$ cat src/source/ringPkg.sv
// Shared definitions for the ring memory node.
// Holds the packet layout, packet kind codes, vector types and the
// sizing localparams used by the node and by its testbench.
// Modules pull these in with a wildcard import in their header.

package ringPkg;

  // Memory and queue sizing
  localparam int RAM_WORDS      = 1024;
  localparam int IN_QUEUE_DEPTH = 4;
  localparam int OUT_CREDITS    = 2;

  // Derived widths for pointers and counters
  localparam int RAM_ADDR_W   = $clog2(RAM_WORDS);
  localparam int QUEUE_PTR_W  = $clog2(IN_QUEUE_DEPTH);
  localparam int QUEUE_CNT_W  = $clog2(IN_QUEUE_DEPTH + 1);
  localparam int CREDIT_CNT_W = $clog2(OUT_CREDITS + 1);

  // Address window that this node answers
  localparam logic [31:0] WINDOW_BASE = 32'h0001_0000;
  localparam logic [31:0] WINDOW_MASK = 32'hFFFF_0000;

  typedef logic [31:0]           wordT;
  typedef logic [31:0]           addrT;
  typedef logic [3:0]            byteMaskT;
  typedef logic [3:0]            nodeIdT;
  typedef logic [1:0]            kindT;
  typedef logic [RAM_ADDR_W-1:0] ramAddrT;

  // Packet kinds carried in the kind field
  localparam kindT KIND_READ  = 2'd1;
  localparam kindT KIND_WRITE = 2'd2;
  localparam kindT KIND_RESP  = 2'd3;

  // One ring packet, sent as a single flit
  typedef struct packed {
    kindT     kind;
    nodeIdT   srcId;
    addrT     addr;
    byteMaskT mask;
    wordT     data;
  } ringPacketT;

  // Controller states, kept here so the testbench can print them
  typedef enum logic [1:0] {
    IDLE,
    ACCESS,
    SEND
  } bridgeStateT;

endpackage
$ cat src/source/creditCounter.sv
// Downstream credit counter.
// Starts with the credits granted by the downstream hop, spends one per
// packet sent and gains one per credit pulse returned.

`timescale 1ns/1ps

module creditCounter import ringPkg::*; (
  input  logic CLK,
  input  logic rstN,
  input  logic consume,
  input  logic restore,
  output logic available
);

  logic [CREDIT_CNT_W-1:0] count;

  always_ff @(posedge CLK) begin
    if (!rstN) begin
      count <= CREDIT_CNT_W'(OUT_CREDITS);
    end else begin
      // A send and a returned credit in the same cycle cancel out
      case ({consume, restore})
        2'b10:   count <= count - 1'b1;
        2'b01:   count <= count + 1'b1;
        default: count <= count;
      endcase
    end
  end

  // Sending is allowed while any credit is left
  assign available = (count != '0);

  // Consume is driven by ringOutValid, so this checks the controller
  // honours the credit flag over time
  assert property (@(posedge CLK) disable iff (!rstN)
    consume |-> count != '0);

  // More credits than granted means the downstream hop returned extras
  assert property (@(posedge CLK) disable iff (!rstN)
    count <= CREDIT_CNT_W'(OUT_CREDITS));

endmodule

$ cat config.mk
export PLATFORM = sky130hd
export DESIGN_NAME = creditCounter
export DESIGN_NICKNAME = d
export VERILOG_FILES = /design/src/source/ringPkg.sv /design/src/source/creditCounter.sv
export SDC_FILE = /design/constraint.sdc
export NUM_CORES = 1
export LEC_CHECK = 0
export ABC_CLOCK_PERIOD_IN_PS = 920
export BUFFER_PORTS_ARGS = -buffer_cell sky130_fd_sc_hd__buf_4
export CAP_MARGIN = 10
export CORE_AREA = 2 2 39 41
export DETAILED_ROUTE_END_ITERATION = 10
export DIE_AREA = 0 0 41 43
export SYNTH_ARGS = -nofsm -noshare
export SYNTH_HDL_FRONTEND = slang
export SYNTH_SLANG_ARGS = --single-unit
$ cat constraint.sdc
create_clock -name CLK -period 0.92 [get_ports CLK]
set_input_delay 0.184 -clock CLK [delete_from_list [all_inputs] [get_ports CLK]]
set_output_delay 0.184 -clock CLK [all_outputs]
set_load 0.005 [all_outputs]
==> reports/metrics.csv <==
metric,value,unit
relSlewSlack,86.7,%
num_antenna_cells,0,
grt_first_pass_wirelength,372,um
r2r_slack,-0.11,ns
dpl_worst_slack,-0.130,ns
synthTopCellsByArea,"dfxtp_1 39%, ha_1 12%, xnor2_1 8.5%, xor2_1 8.5%, and2_1 6.1%",
required,0.74,ns
synth_fp_nets,16,
violations,setup timing,
rows,14,
start_util,7.41,%
regMostFlops,count,
stdcell_area,224,um^2
timing.final.crit_share,115,%
worst_slack,-0.134,ns
num_vias,107,
grt_pass1_vias,110,
largestRegisters,count x2,
finalMaxSlewViolations,0,
fin_hold_ws,0.160,ns
pin_count,5,
ant_nets,0,
via_per_inst,2.89,
cts_root_buf,clkbuf_4,
drive_above_1_share,71.4,%
synth_warnings,0,
cts_tree,yes,
rsz0062_at_grt,true,
cts.reportedPaths.clkPinSlew,0.03,ns
setup_tns,-0.247,ns
drv_cap,0,
portBuffers,4,
power_density,1870,mW/mm^2
syn_area,103,um^2
ys_types,10,
post-route-drc-count,0,
dr.pass1.iters,2,
detail_route.wl_per_cell,5.97,um
skew,0.00214,ns
largest_register_ffs,2,
startpoint_type,flip-flop,
fin_nets,28,
instances_no_fill,37,
clkSinkCount,2,
area_growth,118,%
grtUsageTotal,3.90,%
antenna_found_initial,0,
status,"complete, but fails checks",
cp-end-kind,primary output,
fmax,0.949,GHz
grt_max_degree,4,
worst_path_max_delay_cell,dfxtp_2,
yosysTopAreaCellShare,39.0,%
synth.avg_cell_area,9.33,um^2
path_max_fanout,2,
min_path_type,input pin to flip-flop,
setup_viol_count_final,2,
syn_inst,11,
finalHoldViolations,0,
dpl_cell_area,173,um^2
dieArea,0.00176,mm^2
final.min_clock_period,1.05,ns
synth_seq_area_share,39.0,%
critPathMaxStageDelay,0.30,ns
crit_type,flip-flop to primary output,
die_h,43,um
synth_largest_area_cell,dfxtp_1,
clock_path_buffers,2,
dp_hpwl,152,um
wirelength,221,um
leakage,0.0988,nW
grt-ovfl-total,0,
gp_congestion,0.418,
cts_made_buffers,3,
die_x,41,um
htreeDepth,1,
ys_seq_elements,2,
core,0.00138,mm^2
arrival,0.87,ns
drt_iter0_drc,2,
peakVddDrop,0.000275,V
worst_pin_slew,0.197,ns
path_cells,or2_4 > buf_6,
clk_latency,0.22,ns
placed_cells,32,
-- final timing paths --
kind,start,end,cells after the start
hold reg to reg,count[1],count[1],3
hold / removal,rstN,count[1],2
setup / recovery,count[0],available,2
setup reg to reg,count[0],count[1],4
-- kinds of logic after synthesis --
group                      Yosys count  share of synthesized area [%]
adders and majority gates            1                           12.2
xor gates and xnor gates             2                           17.1
and+or+nand+nor                      4                           23.2
buffers and inverters                1                           3.66
AOI/OAI and AO/OA                    1                           4.87
DFF                                  2                           39.0
-- worst max-delay path: cells and delay by family, from the launching register on --
kind,cells,cell delay (ns)
and+or+nand+nor,1,0.24
buffers and inverters,1,0.11
DFF,1,0.30
-- layer usage --
metal  track usage, %  vias up  wire [um]
li1                 -       58          -
met1             2.23       47         85
met2             5.31        2        126
met3             3.14        0          9
met4             6.00        0          0
met5                0        -          0
-- synth_stat cells, drive strengths merged --
cell / number
or3: 1
nand3: 1
or2: 1
ha: 1
o21ai: 1
inv: 1
dfxtp: 2
xor2: 1
and2: 1
xnor2: 1
-- power by group --
group / switching [mW] / leakage [nW] / internal [mW] / total [mW]
combinational: 0.0382 / 0.0684 / 0.0787 / 0.117
sequential: 0.00653 / 0.0166 / 0.104 / 0.111
clock: 0.0480 / 0.0138 / 0.144 / 0.192
total: 0.0928 / 0.0988 / 0.327 / 0.419
-- stage by stage --
step,power (mW),util (%)
after floorplan,0.156,-
final,0.419,16.2
after global routing,0.462,16.2
after detailed placement,0.194,12.5
after global placement,0.193,12.5
after CTS,0.430,15.8
-- placed cells by master, fill, tap and decap left out --
master    count
and2_1        1
buf_4         6
buf_6         1
clkbuf_4      3
dfxtp_2       2
ha_4          1
inv_1         1
nand3_2       1
o21ai_0       1
or2_4         1
or3_1         1
xnor2_1       1
xor2_1        1
-- repair_timing --
item	4_1_cts	5_1_grt
setup buffers	2	0
pin swaps	2	0
resized for setup	4	1
hold buffers	0	0
endpoints found under the hold margin	0	0
setup endpoints to repair	1	3
-- final cells by class --
class                      count  area (um^2)
clock buffer                   3         22.5
fill                         160         1160
inverter                       1         3.75
multi-input combinational      8         78.8
sequential                     2         42.5
tap                           16         20.0
timing repair buffer           7         56.3
Power figures use the tool's default switching activity.
