==> src/source/ringPkg.sv <==
// Shared definitions for the ring memory node.
// Holds the packet layout, packet kind codes, vector types and the
// sizing localparams used by the node and by its testbench.
// Modules pull these in with a wildcard import in their header.

package ringPkg;

  // Memory and queue sizing
  localparam int RAM_WORDS      = 1024;
  localparam int IN_QUEUE_DEPTH = 4;
  localparam int OUT_CREDITS    = 2;

  // Derived widths for pointers and counters
  localparam int RAM_ADDR_W   = $clog2(RAM_WORDS);
  localparam int QUEUE_PTR_W  = $clog2(IN_QUEUE_DEPTH);
  localparam int QUEUE_CNT_W  = $clog2(IN_QUEUE_DEPTH + 1);
  localparam int CREDIT_CNT_W = $clog2(OUT_CREDITS + 1);

  // Address window that this node answers
  localparam logic [31:0] WINDOW_BASE = 32'h0001_0000;
  localparam logic [31:0] WINDOW_MASK = 32'hFFFF_0000;

  typedef logic [31:0]           wordT;
  typedef logic [31:0]           addrT;
  typedef logic [3:0]            byteMaskT;
  typedef logic [3:0]            nodeIdT;
  typedef logic [1:0]            kindT;
  typedef logic [RAM_ADDR_W-1:0] ramAddrT;

  // Packet kinds carried in the kind field
  localparam kindT KIND_READ  = 2'd1;
  localparam kindT KIND_WRITE = 2'd2;
  localparam kindT KIND_RESP  = 2'd3;

  // One ring packet, sent as a single flit
  typedef struct packed {
    kindT     kind;
    nodeIdT   srcId;
    addrT     addr;
    byteMaskT mask;
    wordT     data;
  } ringPacketT;

  // Controller states, kept here so the testbench can print them
  typedef enum logic [1:0] {
    IDLE,
    ACCESS,
    SEND
  } bridgeStateT;

endpackage
==> src/source/ringBridgeCtrl.sv <==
// Controller between the input queue, the RAM and the downstream ring.
// Takes one packet at a time from the queue, performs the RAM access when
// the packet is a request inside the node's window, and then sends either
// the response or the untouched packet once a downstream credit exists.

`timescale 1ns/1ps

module ringBridgeCtrl import ringPkg::*; (
  input  logic       CLK,
  input  logic       rstN,
  input  logic       notEmpty,
  input  ringPacketT headPacket,
  output logic       pop,
  output logic       ramEnable,
  output logic       ramWrite,
  output ramAddrT    ramAddr,
  output byteMaskT   ramMask,
  output wordT       ramWrData,
  input  wordT       ramRdData,
  input  logic       creditAvailable,
  output ringPacketT ringOut,
  output logic       ringOutValid
);

  bridgeStateT state;
  ringPacketT  heldPacket;
  logic        isRequest;
  logic        accessHit;
  logic        hitFlag;

  // Only read and write requests can hit, responses always pass through
  assign isRequest = (heldPacket.kind == KIND_READ) || (heldPacket.kind == KIND_WRITE);
  assign accessHit = isRequest && ((heldPacket.addr & WINDOW_MASK) == WINDOW_BASE);

  always_ff @(posedge CLK) begin
    if (!rstN) begin
      state   <= IDLE;
      hitFlag <= 1'b0;
    end else begin
      case (state)
        IDLE: begin
          if (notEmpty) begin
            state <= ACCESS;
          end
        end
        ACCESS: begin
          // The hit decision is made once here and kept for SEND
          hitFlag <= accessHit;
          state   <= SEND;
        end
        SEND: begin
          if (creditAvailable) begin
            state <= IDLE;
          end
        end
        default: state <= IDLE;
      endcase
    end
  end

  // Holding register for the packet in flight, payload only
  always_ff @(posedge CLK) begin
    if (pop) begin
      heldPacket <= headPacket;
    end
  end

  assign pop = (state == IDLE) && notEmpty;

  // The RAM sees one access per hit, in the single ACCESS cycle
  assign ramEnable = (state == ACCESS) && accessHit;
  assign ramWrite  = (heldPacket.kind == KIND_WRITE);
  assign ramAddr   = heldPacket.addr[RAM_ADDR_W+1:2];
  assign ramMask   = heldPacket.mask;
  assign ramWrData = heldPacket.data;

  // A hit becomes a response carrying the read word, or zero for a write
  always_comb begin
    ringOut = heldPacket;
    if (hitFlag) begin
      ringOut.kind = KIND_RESP;
      ringOut.data = (heldPacket.kind == KIND_READ) ? ramRdData : '0;
    end
  end

  assign ringOutValid = (state == SEND) && creditAvailable;

  // Unknown bits in a sent packet point at an unwritten RAM word or an
  // empty queue slot reaching the ring
  assert property (@(posedge CLK) disable iff (!rstN)
    ringOutValid |-> !$isunknown(ringOut));

endmodule

==> config.mk <==
export PLATFORM = sky130hd
export DESIGN_NAME = ringBridgeCtrl
export DESIGN_NICKNAME = d
export VERILOG_FILES = /design/src/source/ringPkg.sv /design/src/source/ringBridgeCtrl.sv
export SDC_FILE = /design/constraint.sdc
export NUM_CORES = 1
export LEC_CHECK = 0
export ABC_CLOCK_PERIOD_IN_PS = 12700
export BUFFER_PORTS_ARGS = -buffer_cell sky130_fd_sc_hd__buf_2
export CAP_MARGIN = 20
export CORE_MARGIN = 2
export CORE_UTILIZATION = 42
export CTS_CLUSTER_SIZE = 40
export DETAILED_ROUTE_END_ITERATION = 7
export HOLD_SLACK_MARGIN = 0.06
export PLACE_DENSITY = 0.86
export REMOVE_ABC_BUFFERS = 1
export SLEW_MARGIN = 20
export SYNTH_ARGS = -nofsm -noshare
export SYNTH_HDL_FRONTEND = slang
export SYNTH_SLANG_ARGS = --single-unit
==> constraint.sdc <==
create_clock -name CLK -period 12.7 [get_ports CLK]
set_input_delay 2.54 -clock CLK [delete_from_list [all_inputs] [get_ports CLK]]
set_output_delay 2.54 -clock CLK [all_outputs]
set_load 0.02 [all_outputs]
==> summary.md <==
| Metric | Value |
|---|---|
| Reg2reg path depth | 2 |
| Clk_skew | 0.004372 ns |
| Total Wirelength | 7764 um |
| CTS H-tree depth | 3 |
| FF-to-FF End | ramWrData[8] |
| Vias in the first global route | approximately 2.3k |
| Synth cell types | 21 |
| Most numerous cell in the Yosys netlist | buf_4 |
| Hold worst-path end | hitFlag |
| Die Y | 96.32 um |
| RSZ-0062 raised after global routing | false |
| Clk Latency, worst-skew pair | 0.34 ns |
| Final period util | 0.5021 |
| Placed Area | 4202 um2 |
| Post-CTS sizing | 0 |
| VDD IR max | 86.60 uV |
| Final Max Slew Viols | 0 |
| Post-synthesis mux area share | 0 |
| Crit-path max cell delay | around 0.72 ns |
| Reg-to-Reg Start | state[1] |
| EDFF count, synth | 74 |
| First-pass GRT wire length | 10810 um |
| Clock sink count | 77 |
| Post-synthesis xor/xnor area fraction | 0 |
| Routability cong. | just under 0.8 |
| Most numerous cell on the critical path | buf_2 |
| Via Count | 2457 |
| Slew Limit Headroom | 0.3456 |
| Worst-path fanout max | 76 |
| Crit start category | input port |
| CTS tree | built |
| #FFs+latches synth | 77 |
| Synth warn | 0 |
| Seq/Total Area, Yosys | 0.6375 |
| Synth area leaders | edfxtp_1 (62%), buf_4 (18%), nand3_1 (4.6%), o21ai_0 (4.5%), inv_1 (3.7%) |
| DRT iter0 DRCs | 127 |
| CORE AREA | 8258 um2 |
| Top cell type by total area after synthesis | edfxtp_1 |
| I/O Buffers | ~230 |
| DRT Pass-1 Iters | 5 |
| Final setup vio count | 0 |
| Grt ovf | 0 |
| Vias per std cell | about 4.5 |
| Status | completed |
| Worst slew pin tran | 0.9816 ns |
| Design area | 4428 um2 |
| Hold_sp | ringOut[61] |
| Synthesized area | 3580 um2 |
| Post-Synth Simple-Gate Area | 0.07690 |
| Final hold viol count | 0 |
| I/O pins | 234 |
| Cells after Synth | 292 |
| Tot GR Track Use | 0.1598 |
| Largest delay share family, worst path | buffers and inverters |
| Max-cap viol count | 0 |
| Overall die width | 96.32 um |
| Nets | about 550 |
| Crit. End Element | output pin |
| CTS root buffer | clkbuf_8 |
| Setup TNS | 0 ns |
| Layout cells sized above 1 | 0.5762 |
| Buf/Inv on CP | 3 |
| Routed length per instance | 14.07 um |
| Cell with the largest stage delay on the worst path | buf_4 |
| Largest family of logic cells by synthesized area | buffers and inverters |
| Initial antenna violation count | 1 |
| Post-Synth Adder-Cell Area | 0.006991 |
| Fin crit period | 6.376 ns |
| Synth Area in Compound Gates | 0.04928 |
| Clock slew seen by the registers of the worst setup and hold paths | 0.08 ns |
| Worst Path Arrival | 3.84 ns |
| Avg Cell Area, Syn | 12.26 um2 |
| Max frequency | 156.8 MHz |
| Hold/Removal Path Class | reg -> reg |
| Initial Util | 0.4335 |
| Cells on Worst Hold Path | 2 |
| Setup bufs post-CTS | 0 |
| Top_reg_cell synth | edfxtp_1 |
| Final ANT Viol Nets | 0 |
| Crit path cell chain | buf_2 > nor3b_2 > buf_4 > buf_2 |
| Post-synth ARST share | 0 |
| Crit Path Category | in -> out |
| Leak | between 0.002 and 0.0025 uW |
| Hold Buf Count CTS | 0 |
| Die outline area | 9278 um2 |
| R2r setup slk | 11.02 ns |
| Synth-to-layout area growth | 23.70% |
| TritonCTS Buffers | 9 |
| Share of the synthesized area in the top cell type | 0.6208 |
| Row count | 33 |
| Post-synth top cells | buf_4 (86), edfxtp_1 (74), inv_1 (35) |
| Worst path required time | just over 10 ns |
| CTS max path bufs | 2 |
| Hpwl dp | 5918 um |
| Largest net degree at the start of global routing | 77 |
| Pwr dens | approximately 140 nW/um2 |
| DRC Markers | 0 |
[through the flow]
step / power (uW) / hold slack (ns) / worst slack [ns] / utilization / cells
4_1_cts: 609.8 / 0.6058 / 6.297 / 0.5356 / 551
5_1_grt: 628.8 / 0.6452 / 6.168 / 0.5359 / 551
6_report: 602.0 / 0.6006 / 6.324 / 0.5362 / 552
2_1_floorplan: 361.9 / 0.5368 / 1.835 / - / 196
3_5_place_dp: 404.9 / 0.5924 / 6.292 / 0.5088 / 535
3_3_place_gp: 401.9 / 0.5814 / 6.369 / 0.5088 / 535
[registers in the layout, summed over array words and instances (netlist names)]
| name | count |
|---|---|
| ringOut | 26 |
| heldPacket | 2 |
| hitFlag | 1 |
| ramWrData | 32 |
| ramMask | 4 |
| state | 2 |
| ramAddr | 10 |
[per-layer routing]
metal / up-vias / track usage / part of all wire
met5: - / 0 / 0
met4: 0 / 0.04930 / 0.0080
met1: 1112 / 0.1728 / 0.38
met2: 134 / 0.2859 / 0.52
met3: 5 / 0.06421 / 0.099
li1: 1206 / - / -
[cells by family after synthesis]
group	after synthesis
buffers and inverters	131
AOI/OAI and AO/OA	33
and+or+nand+nor	49
DFF	77
adders and majority gates	2
[report_power, final]
part / internal [uW] / switching [uW]
sequential: 299 / 7.99
combinational: 31.9 / 58.9
clock: 113 / 91.5
[how the worst max path moves through the flow]
stage	slack, ns	startpoint	end	cells past startpoint
6_report	6.32	notEmpty	pop	4
5_1_grt	6.17	notEmpty	pop	4
4_1_cts	6.30	notEmpty	pop	4
3_5_place_dp	6.29	notEmpty	pop	4
3_3_place_gp	6.37	notEmpty	pop	4
2_1_floorplan	1.84	notEmpty	pop	1
[tightest hold or removal path, delay by kind of cell, from the launching register on]
| family | cells | cell delay [ns] |
|---|---|---|
| AOI/OAI and AO/OA | 1 | 0.08 |
| DFF | 1 | 0.34 |
| and+or+nand+nor | 1 | 0.14 |
[layout by cell type, fill, tap and decap left out]
cell and count:
buf_2 233, edfxtp_1 74, inv_1 35, nand3_1 33
o21ai_0 32, clkbuf_8 9, nor2_1 3, or2_2 2
nor4_2 2, bufinv_16 2, inv_6 2, dfxtp_1 2
diode_2 1, and3b_1 1, nor3b_2 1, nor3_1 1
nor4_1 1, and2b_1 1, nand4b_1 1, and2_1 1
nor3b_1 1, nand2_1 1, o32ai_2 1, ha_1 1
ha_2 1, clkinvlp_4 1, clkbuf_1 1, clkinv_4 1
dfxtp_2 1, buf_4 1
[final cells by class]
| class | count | area [um2] |
|---|---|---|
| repair buffers | 234 | 1174 |
| well taps | 105 | 131.4 |
| multi-input cells | 84 | 484.2 |
| clock inverters | 6 | 93.84 |
| fillers | 699 | 3830 |
| clock buffers | 10 | 127.6 |
| flip-flops and latches | 77 | 2283 |
| diodes | 1 | 2.502 |
| inverters | 35 | 131.4 |
Note: power is estimated with default switching activity, not from simulation.
