==> config.mk <==
export PLATFORM = sky130hd
export DESIGN_NAME = packetQueue
export DESIGN_NICKNAME = d
export VERILOG_FILES = /design/src/source/ringPkg.sv /design/src/source/packetQueue.sv
export SDC_FILE = /design/constraint.sdc
export NUM_CORES = 1
export LEC_CHECK = 0
export BUFFER_PORTS_ARGS = -buffer_cell sky130_fd_sc_hd__buf_2
export CAP_MARGIN = 5
export CORE_MARGIN = 8
export CORE_UTILIZATION = 40
export CTS_CLUSTER_SIZE = 20
export DETAILED_ROUTE_END_ITERATION = 16
export GPL_ROUTABILITY_DRIVEN = 0
export GPL_TIMING_DRIVEN = 0
export PLACE_DENSITY = 0.63
export SYNTH_ARGS = -nofsm -noshare
export SYNTH_HDL_FRONTEND = slang
export SYNTH_SLANG_ARGS = --single-unit
==> constraint.sdc <==
create_clock -name CLK -period 2.7 [get_ports CLK]
set_input_delay 0.405 -clock CLK [delete_from_list [all_inputs] [get_ports CLK]]
set_output_delay 0.405 -clock CLK [all_outputs]
set_load 0.005 [all_outputs]
==> src/source/ringPkg.sv <==
// Shared definitions for the ring memory node.
// Holds the packet layout, packet kind codes, vector types and the
// sizing localparams used by the node and by its testbench.
// Modules pull these in with a wildcard import in their header.

package ringPkg;

  // Memory and queue sizing
  localparam int RAM_WORDS      = 1024;
  localparam int IN_QUEUE_DEPTH = 4;
  localparam int OUT_CREDITS    = 2;

  // Derived widths for pointers and counters
  localparam int RAM_ADDR_W   = $clog2(RAM_WORDS);
  localparam int QUEUE_PTR_W  = $clog2(IN_QUEUE_DEPTH);
  localparam int QUEUE_CNT_W  = $clog2(IN_QUEUE_DEPTH + 1);
  localparam int CREDIT_CNT_W = $clog2(OUT_CREDITS + 1);

  // Address window that this node answers
  localparam logic [31:0] WINDOW_BASE = 32'h0001_0000;
  localparam logic [31:0] WINDOW_MASK = 32'hFFFF_0000;

  typedef logic [31:0]           wordT;
  typedef logic [31:0]           addrT;
  typedef logic [3:0]            byteMaskT;
  typedef logic [3:0]            nodeIdT;
  typedef logic [1:0]            kindT;
  typedef logic [RAM_ADDR_W-1:0] ramAddrT;

  // Packet kinds carried in the kind field
  localparam kindT KIND_READ  = 2'd1;
  localparam kindT KIND_WRITE = 2'd2;
  localparam kindT KIND_RESP  = 2'd3;

  // One ring packet, sent as a single flit
  typedef struct packed {
    kindT     kind;
    nodeIdT   srcId;
    addrT     addr;
    byteMaskT mask;
    wordT     data;
  } ringPacketT;

  // Controller states, kept here so the testbench can print them
  typedef enum logic [1:0] {
    IDLE,
    ACCESS,
    SEND
  } bridgeStateT;

endpackage
==> src/source/packetQueue.sv <==
// Input queue of the ring node.
// Stores every packet the upstream hop sends and presents the oldest one
// at its head. Each pop frees a slot, which goes back upstream as a
// one-cycle credit pulse on the following clock.

`timescale 1ns/1ps

module packetQueue import ringPkg::*; (
  input  logic       CLK,
  input  logic       rstN,
  input  logic       push,
  input  ringPacketT pushPacket,
  input  logic       pop,
  output ringPacketT headPacket,
  output logic       notEmpty,
  output logic       creditReturn
);

  ringPacketT              entries [IN_QUEUE_DEPTH];
  logic [QUEUE_PTR_W-1:0]  wrPtr;
  logic [QUEUE_PTR_W-1:0]  rdPtr;
  logic [QUEUE_CNT_W-1:0]  count;

  // Packet storage, written at the write pointer on every push
  always_ff @(posedge CLK) begin
    if (push) begin
      entries[wrPtr] <= pushPacket;
    end
  end

  always_ff @(posedge CLK) begin
    if (!rstN) begin
      wrPtr        <= '0;
      rdPtr        <= '0;
      count        <= '0;
      creditReturn <= 1'b0;
    end else begin
      if (push) begin
        wrPtr <= (wrPtr == QUEUE_PTR_W'(IN_QUEUE_DEPTH - 1)) ? '0 : wrPtr + 1'b1;
      end
      if (pop) begin
        rdPtr <= (rdPtr == QUEUE_PTR_W'(IN_QUEUE_DEPTH - 1)) ? '0 : rdPtr + 1'b1;
      end
      // Push and pop in one cycle leave the occupancy as it is
      case ({push, pop})
        2'b10:   count <= count + 1'b1;
        2'b01:   count <= count - 1'b1;
        default: count <= count;
      endcase
      // A freed slot is handed back upstream one cycle after the pop
      creditReturn <= pop;
    end
  end

  assign headPacket = entries[rdPtr];
  assign notEmpty   = (count != '0);

  // The upstream hop may only send while holding a credit, so a full
  // queue means a credit was spent twice somewhere on the ring
  assert property (@(posedge CLK) disable iff (!rstN)
    push |-> count != QUEUE_CNT_W'(IN_QUEUE_DEPTH));

  assert property (@(posedge CLK) disable iff (!rstN)
    pop |-> notEmpty);

endmodule

==> flow_summary.ini, run 1 <==
[layout]
diodes = 0
fin_area_mm2 = 0.0136
fin_util_pct = 49.1
multi_input_area_mm2 = 0.00194
nets = 708
nFillCells = 2267
drive_above_1_share_pct = 45.8
area_growth_pct = 21.5
stdcell_count = 1024
seq_area_mm2 = 0.00909

[clock_network]
cts_tree = yes
numCtsBuffers = 30
cts.sinks = 306
post_cts.repair.setup_buffers = 0
clock_path_buffers = 3
h-tree-depth = 1
clkSlewWorstSetupHoldPaths_ns = 0.06
cts_root_buf = clkbuf_16
cts_hold_buf = 0
cts_resized = 0
insertion_delay_ns = 0.55

[critical_path]
crit_path_max_fanout = 10
worst-endpoint-arrival_ns = 2.04
critPathKind = register to output port
crit_required_ns = 2.30
worst_setup_path_end_kind = output port
cp-start-kind = register

[floorplanning]
io-pin-count = 154
die_height_um = 183
initial_utilization_pct = 40.4
std_cell_rows = 61
core_mm2 = 0.0276
die_w_um = 183
die-area_mm2 = 0.0335

[yosys]
ys_seq_area_share_pct = 81.4
synth_warnings = 0
synthArstFlopShare_pct = 0
synth.top_cells.by_count = edfxtp_1 (296), mux4_2 (74), dfxtp_1 (10)
ys_seq_elements = 306
synth.distinct_cells = 22
synth_ff_type = edfxtp_1
syn_area_mm2 = 0.0112
synth_top_area_share_pct = 79.6
syn_avg_cell_area_um2 = 25.7
yosysTopAreaCell = edfxtp_1
synth-edff-count = 296
ys_top_cells_by_area = edfxtp_1 (80%), mux4_2 (15%), dfxtp_1 (1.8%)
post-synth-top-count-cell = edfxtp_1
syn-num-nets = 519
synth_cells = 434

[timing]
slew_violations = 0
worst-slew-pin-transition_ns = 0.637
clock_skew_ns = 0.0119
slew-limit-headroom_pct = 57.5
rsz0062_at_grt = no
setup_viol = 0
hold_ws_ns = 0.0713
post-route-min-period_ns = 2.44
hold_violations = 0
max_freq_mhz = 409
tns_ns = 0
finalCritPeriodShare_pct = 90.5

[placed_design]
dp_hpwl_mm = 13.5
portBuffers = 153
place.detailed.instances = 969
place_area_mm2 = 0.0125

[run_status]
status = completed

[detailed_routing]
wl_mm = 21.0
wire_per_inst_um = 20.5
vias_per_cell = 4.90
drt-pass1-iter-count = 4
drc_errors = 0
ant_nets = 0
vias = 5017
drtIter0Drc = 252

[global_route]
track_usage_pct = 12.5
grt_max_degree = 48
grt_overflow = 0
grt_pass1_vias = 5569
antenna_found_initial = 2
grt_pass1_wl_mm = 32.4

[power_and_ir_drop]
p_leak_nw = 4.58
power.density_mw_per_mm2 = 779
peakVddDrop_uv = 573

[flow_run]
cap_violations = 0

[hold_path]
min_path_type = input port to register
worst max-delay path: stages (launching register included):
cell and delay (ns):
dfxtp_1 0.32, buf_2 0.31, buf_2 0.35, mux4_2 0.36, buf_2 0.15
sequential cells by signal, summed over array words and instances (netlist names), named ones only:
name	count
count	3
creditReturn	1
entries	296
rdPtr	2
wrPtr	2
final timing paths:
| kind | start | end | slack (ns) | cells after the start |
|---|---|---|---|---|
| max | register | headPacket[7] | 0.26 | 4 |
| min | pushPacket[71] | entries[0][71] | 0.07 | 1 |
| max reg2reg | wrPtr[0] | entries[3][62] | 0.92 | 3 |
| min reg2reg | count[2] | count[2] | 0.51 | 2 |
report_power, final:
part           leakage (nW)  switching (mW)  total, mW  internal [mW]
Clock                 0.508            1.67       4.31           2.64
Sequential             2.80          0.0437       5.46           5.41
Combinational          1.27           0.409      0.811          0.402
Total                  4.58            2.12       10.6           8.46
metal layers:
layer / routed length [µm] / track usage [%] / vias to the layer above
met5: 18 / 0 / -
met4: 412 / 3.16 / 4
met3: 1360 / 3.42 / 42
met2: 10400 / 21.7 / 140
met1: 8730 / 15.4 / 2595
li1: - / - / 2236
kinds of logic after synthesis:
| logic type | after synthesis | synth area share, % |
|---|---|---|
| XOR/XNOR | 2 | 0.157 |
| AO/OA/AOI/OAI | 5 | 0.269 |
| AND/OR/NAND/NOR | 16 | 0.896 |
| multiplexers | 76 | 15.1 |
| flip-flops | 306 | 81.4 |
| buffers and inverters | 22 | 1.32 |
| adder cells (fa/ha/maj) | 7 | 0.852 |
cells in the final DEF (no fill, tap or decap), types with 2 or more instances in the layout:
cell        netlist  layout
clkinv_2          0       7
nor3b_1           2       2
edfxtp_1        296     296
clkbuf_16         0      31
dfxtp_1          10      10
nor2b_1           4       4
clkinvlp_4        0       2
ha_1              6       6
and2_1            7       3
buf_6             7       7
or3_1             2       2
mux4_2           74      74
o21ai_0           2       2
clkinv_1          0       8
inv_1             6       6
bufinv_16         0       6
buf_16            0       4
buf_2             7     160
clkbuf_1          1       2
and2_4            0       4
mux2i_1           2       2
through the flow:
step | power (mW) | worst slack (ns)
after detailed placement | 6.40 | 0.697
after floorplan | 5.99 | 0.00495
final | 10.6 | 0.256
after global routing | 11.0 | 0.107
after global placement | 6.36 | -1.35
after CTS | 10.7 | 0.163
cell type report:
| cell class | count | share of cell area (%) |
|---|---|---|
| timing repair buffer | 157 | 6.46 |
| tap | 378 | 3.49 |
| buffer | 16 | 0.922 |
| clock inverter | 23 | 1.92 |
| multi-input combinational | 106 | 14.3 |
| clock buffer | 32 | 5.75 |
| sequential | 306 | 67.0 |
| inverter | 6 | 0.166 |
Power figures use the tool's default switching activity.
==> inputs of run 2 (changes only) <==
CORE_UTILIZATION = 50   (was 40)
PLACE_DENSITY = 0.76   (was 0.63)
==> flow_summary.ini, run 2 (synthesized netlist as in run 1, its figures left out) <==
[layout]
drive_above_1_share_pct = 45.7
layout_commonest_cell = edfxtp_1
area_growth_pct = 19.9
stdcell_count = 927
layout_common_cells = edfxtp_1 (296), buf_2 (160), mux4_2 (74)
nFillCells = 1515
nets = 707
fin_util_pct = 61.2
top_register = entries
largest_register_ffs = 296
reg.largest.list = entries: 296 flops, count: 3 flops

[placed_design]
place.detailed.instances = 871
pre_cts_ws_ns = 0.635
portBuffers = 153
dp_hpwl_mm = 12.8

[power_and_ir_drop]
total_power_mw = 10.4
p_seq_share_pct = 52.6
p_sw_share_pct = 20.3
p_leak_nw = 4.55
power.density_mw_per_mm2 = 775
power_frac_comb_pct = 7.8
p_int_mw = 8.27
pwr-share-clk_pct = 39.7
net-switching-power_mw = 2.11
peakVddDrop_uv = 559

[timing]
slew-limit-headroom_pct = 55.7
tns_ns = 0
setup_slack_ns = 0.296
finalCritPeriodShare_pct = 89.0
slew_violations = 0
rsz0062_at_grt = no
worst-slew-pin-transition_ns = 0.665
setup_viol = 0
post-route-min-period_ns = 2.40
hold_violations = 0
clock_skew_ns = 0.00676
max_freq_mhz = 416

[detailed_routing]
vias = 5021
drt-pass1-iter-count = 4
wl_mm = 20.3
drtIter0Drc = 327
drc_errors = 0
wire_per_inst_um = 21.9
ant_nets = 0
vias_per_cell = 5.42

[hold_path]
min_path_type = input port to register

[clock_network]
h-tree-depth = 1
numCtsBuffers = 29
clkSlewWorstSetupHoldPaths_ns = 0.06
cts_root_buf = clkbuf_16
cts_tree = yes
cts.sinks = 306
insertion_delay_ns = 0.54
cts_hold_buf = 0
post_cts.repair.setup_buffers = 0
clock_path_buffers = 3
cts_resized = 0

[floorplanning]
die_height_um = 165
core_mm2 = 0.0219
die_w_um = 165
die-area_mm2 = 0.0274
io-pin-count = 154
std_cell_rows = 54
initial_utilization_pct = 51.0

[global_route]
grt_pass1_wl_mm = 30.7
grt_overflow = 0
grt_pass1_vias = 5504
grt_max_degree = 46
track_usage_pct = 14.8
antenna_found_initial = 2

[critical_path]
critPathKind = register to output port
crit_path_max_fanout = 10
worst-endpoint-arrival_ns = 2.00
worst_setup_path_end_kind = output port
cp-start-kind = register
crit_required_ns = 2.30

[run_status]
status = completed

[flow_run]
cap_violations = 0
[run 2: final cells by class]
| cell class | instances | area, µm² | share of cell area, % |
|---|---|---|---|
| sequential | 306 | 9090 | 67.9 |
| timing repair buffer | 157 | 876 | 6.54 |
| inverter | 6 | 22.5 | 0.168 |
| clock inverter | 20 | 236 | 1.77 |
| tap | 280 | 350 | 2.62 |
| clock buffer | 34 | 744 | 5.56 |
| antenna | 2 | 5.00 | 0.0374 |
| buffer | 16 | 125 | 0.935 |
| multi-input combinational | 106 | 1940 | 14.5 |
[run 2: through the flow]
step / hold WS (ns) / area [µm²]
global placement: 0.469 / 12300
finish: 0.0768 / 13400
global route: 0.0551 / 13400
detailed placement: 0.543 / 12400
CTS: 0.0449 / 13400
floorplan: 0.459 / 11200
[run 2: worst max-delay path, cell delays in order, from the launching register on]
cell and delay, ns:
dfxtp_1 0.32, buf_2 0.29, buf_2 0.34, mux4_2 0.37, buf_2 0.15
[run 2: path summary, 6_finish.rpt]
path,startpoint,end,slack [ns],cells after the start
worst min-delay path,pushPacket[7],entries[3][7],0.08,1
worst max register to register,wrPtr[0],entries[3][43],0.90,3
worst max-delay path,register,headPacket[20],0.30,4
worst min register to register,rdPtr[1],register,0.55,2
[run 2: power by group through the flow]
stage / logic [mW] / clock network [mW] / registers [mW]
after CTS: 0.835 / 4.21 / 5.46
after global routing: 0.883 / 4.37 / 5.47
after floorplan: 0.439 / 0 / 5.55
after detailed placement: 0.832 / 0 / 5.56
final: 0.807 / 4.12 / 5.46
after global placement: 0.786 / 0 / 5.56
[run 2: layer usage]
metal / vias up / wire (µm) / global-route usage (%) / part of all wire (%)
li1: 2233 / - / - / -
met1: 2559 / 8050 / 18.7 / 40
met2: 191 / 9990 / 25.2 / 49
met3: 34 / 1810 / 3.82 / 8.9
met4: 4 / 425 / 3.65 / 2.1
met5: - / 25 / 0 / 0.12
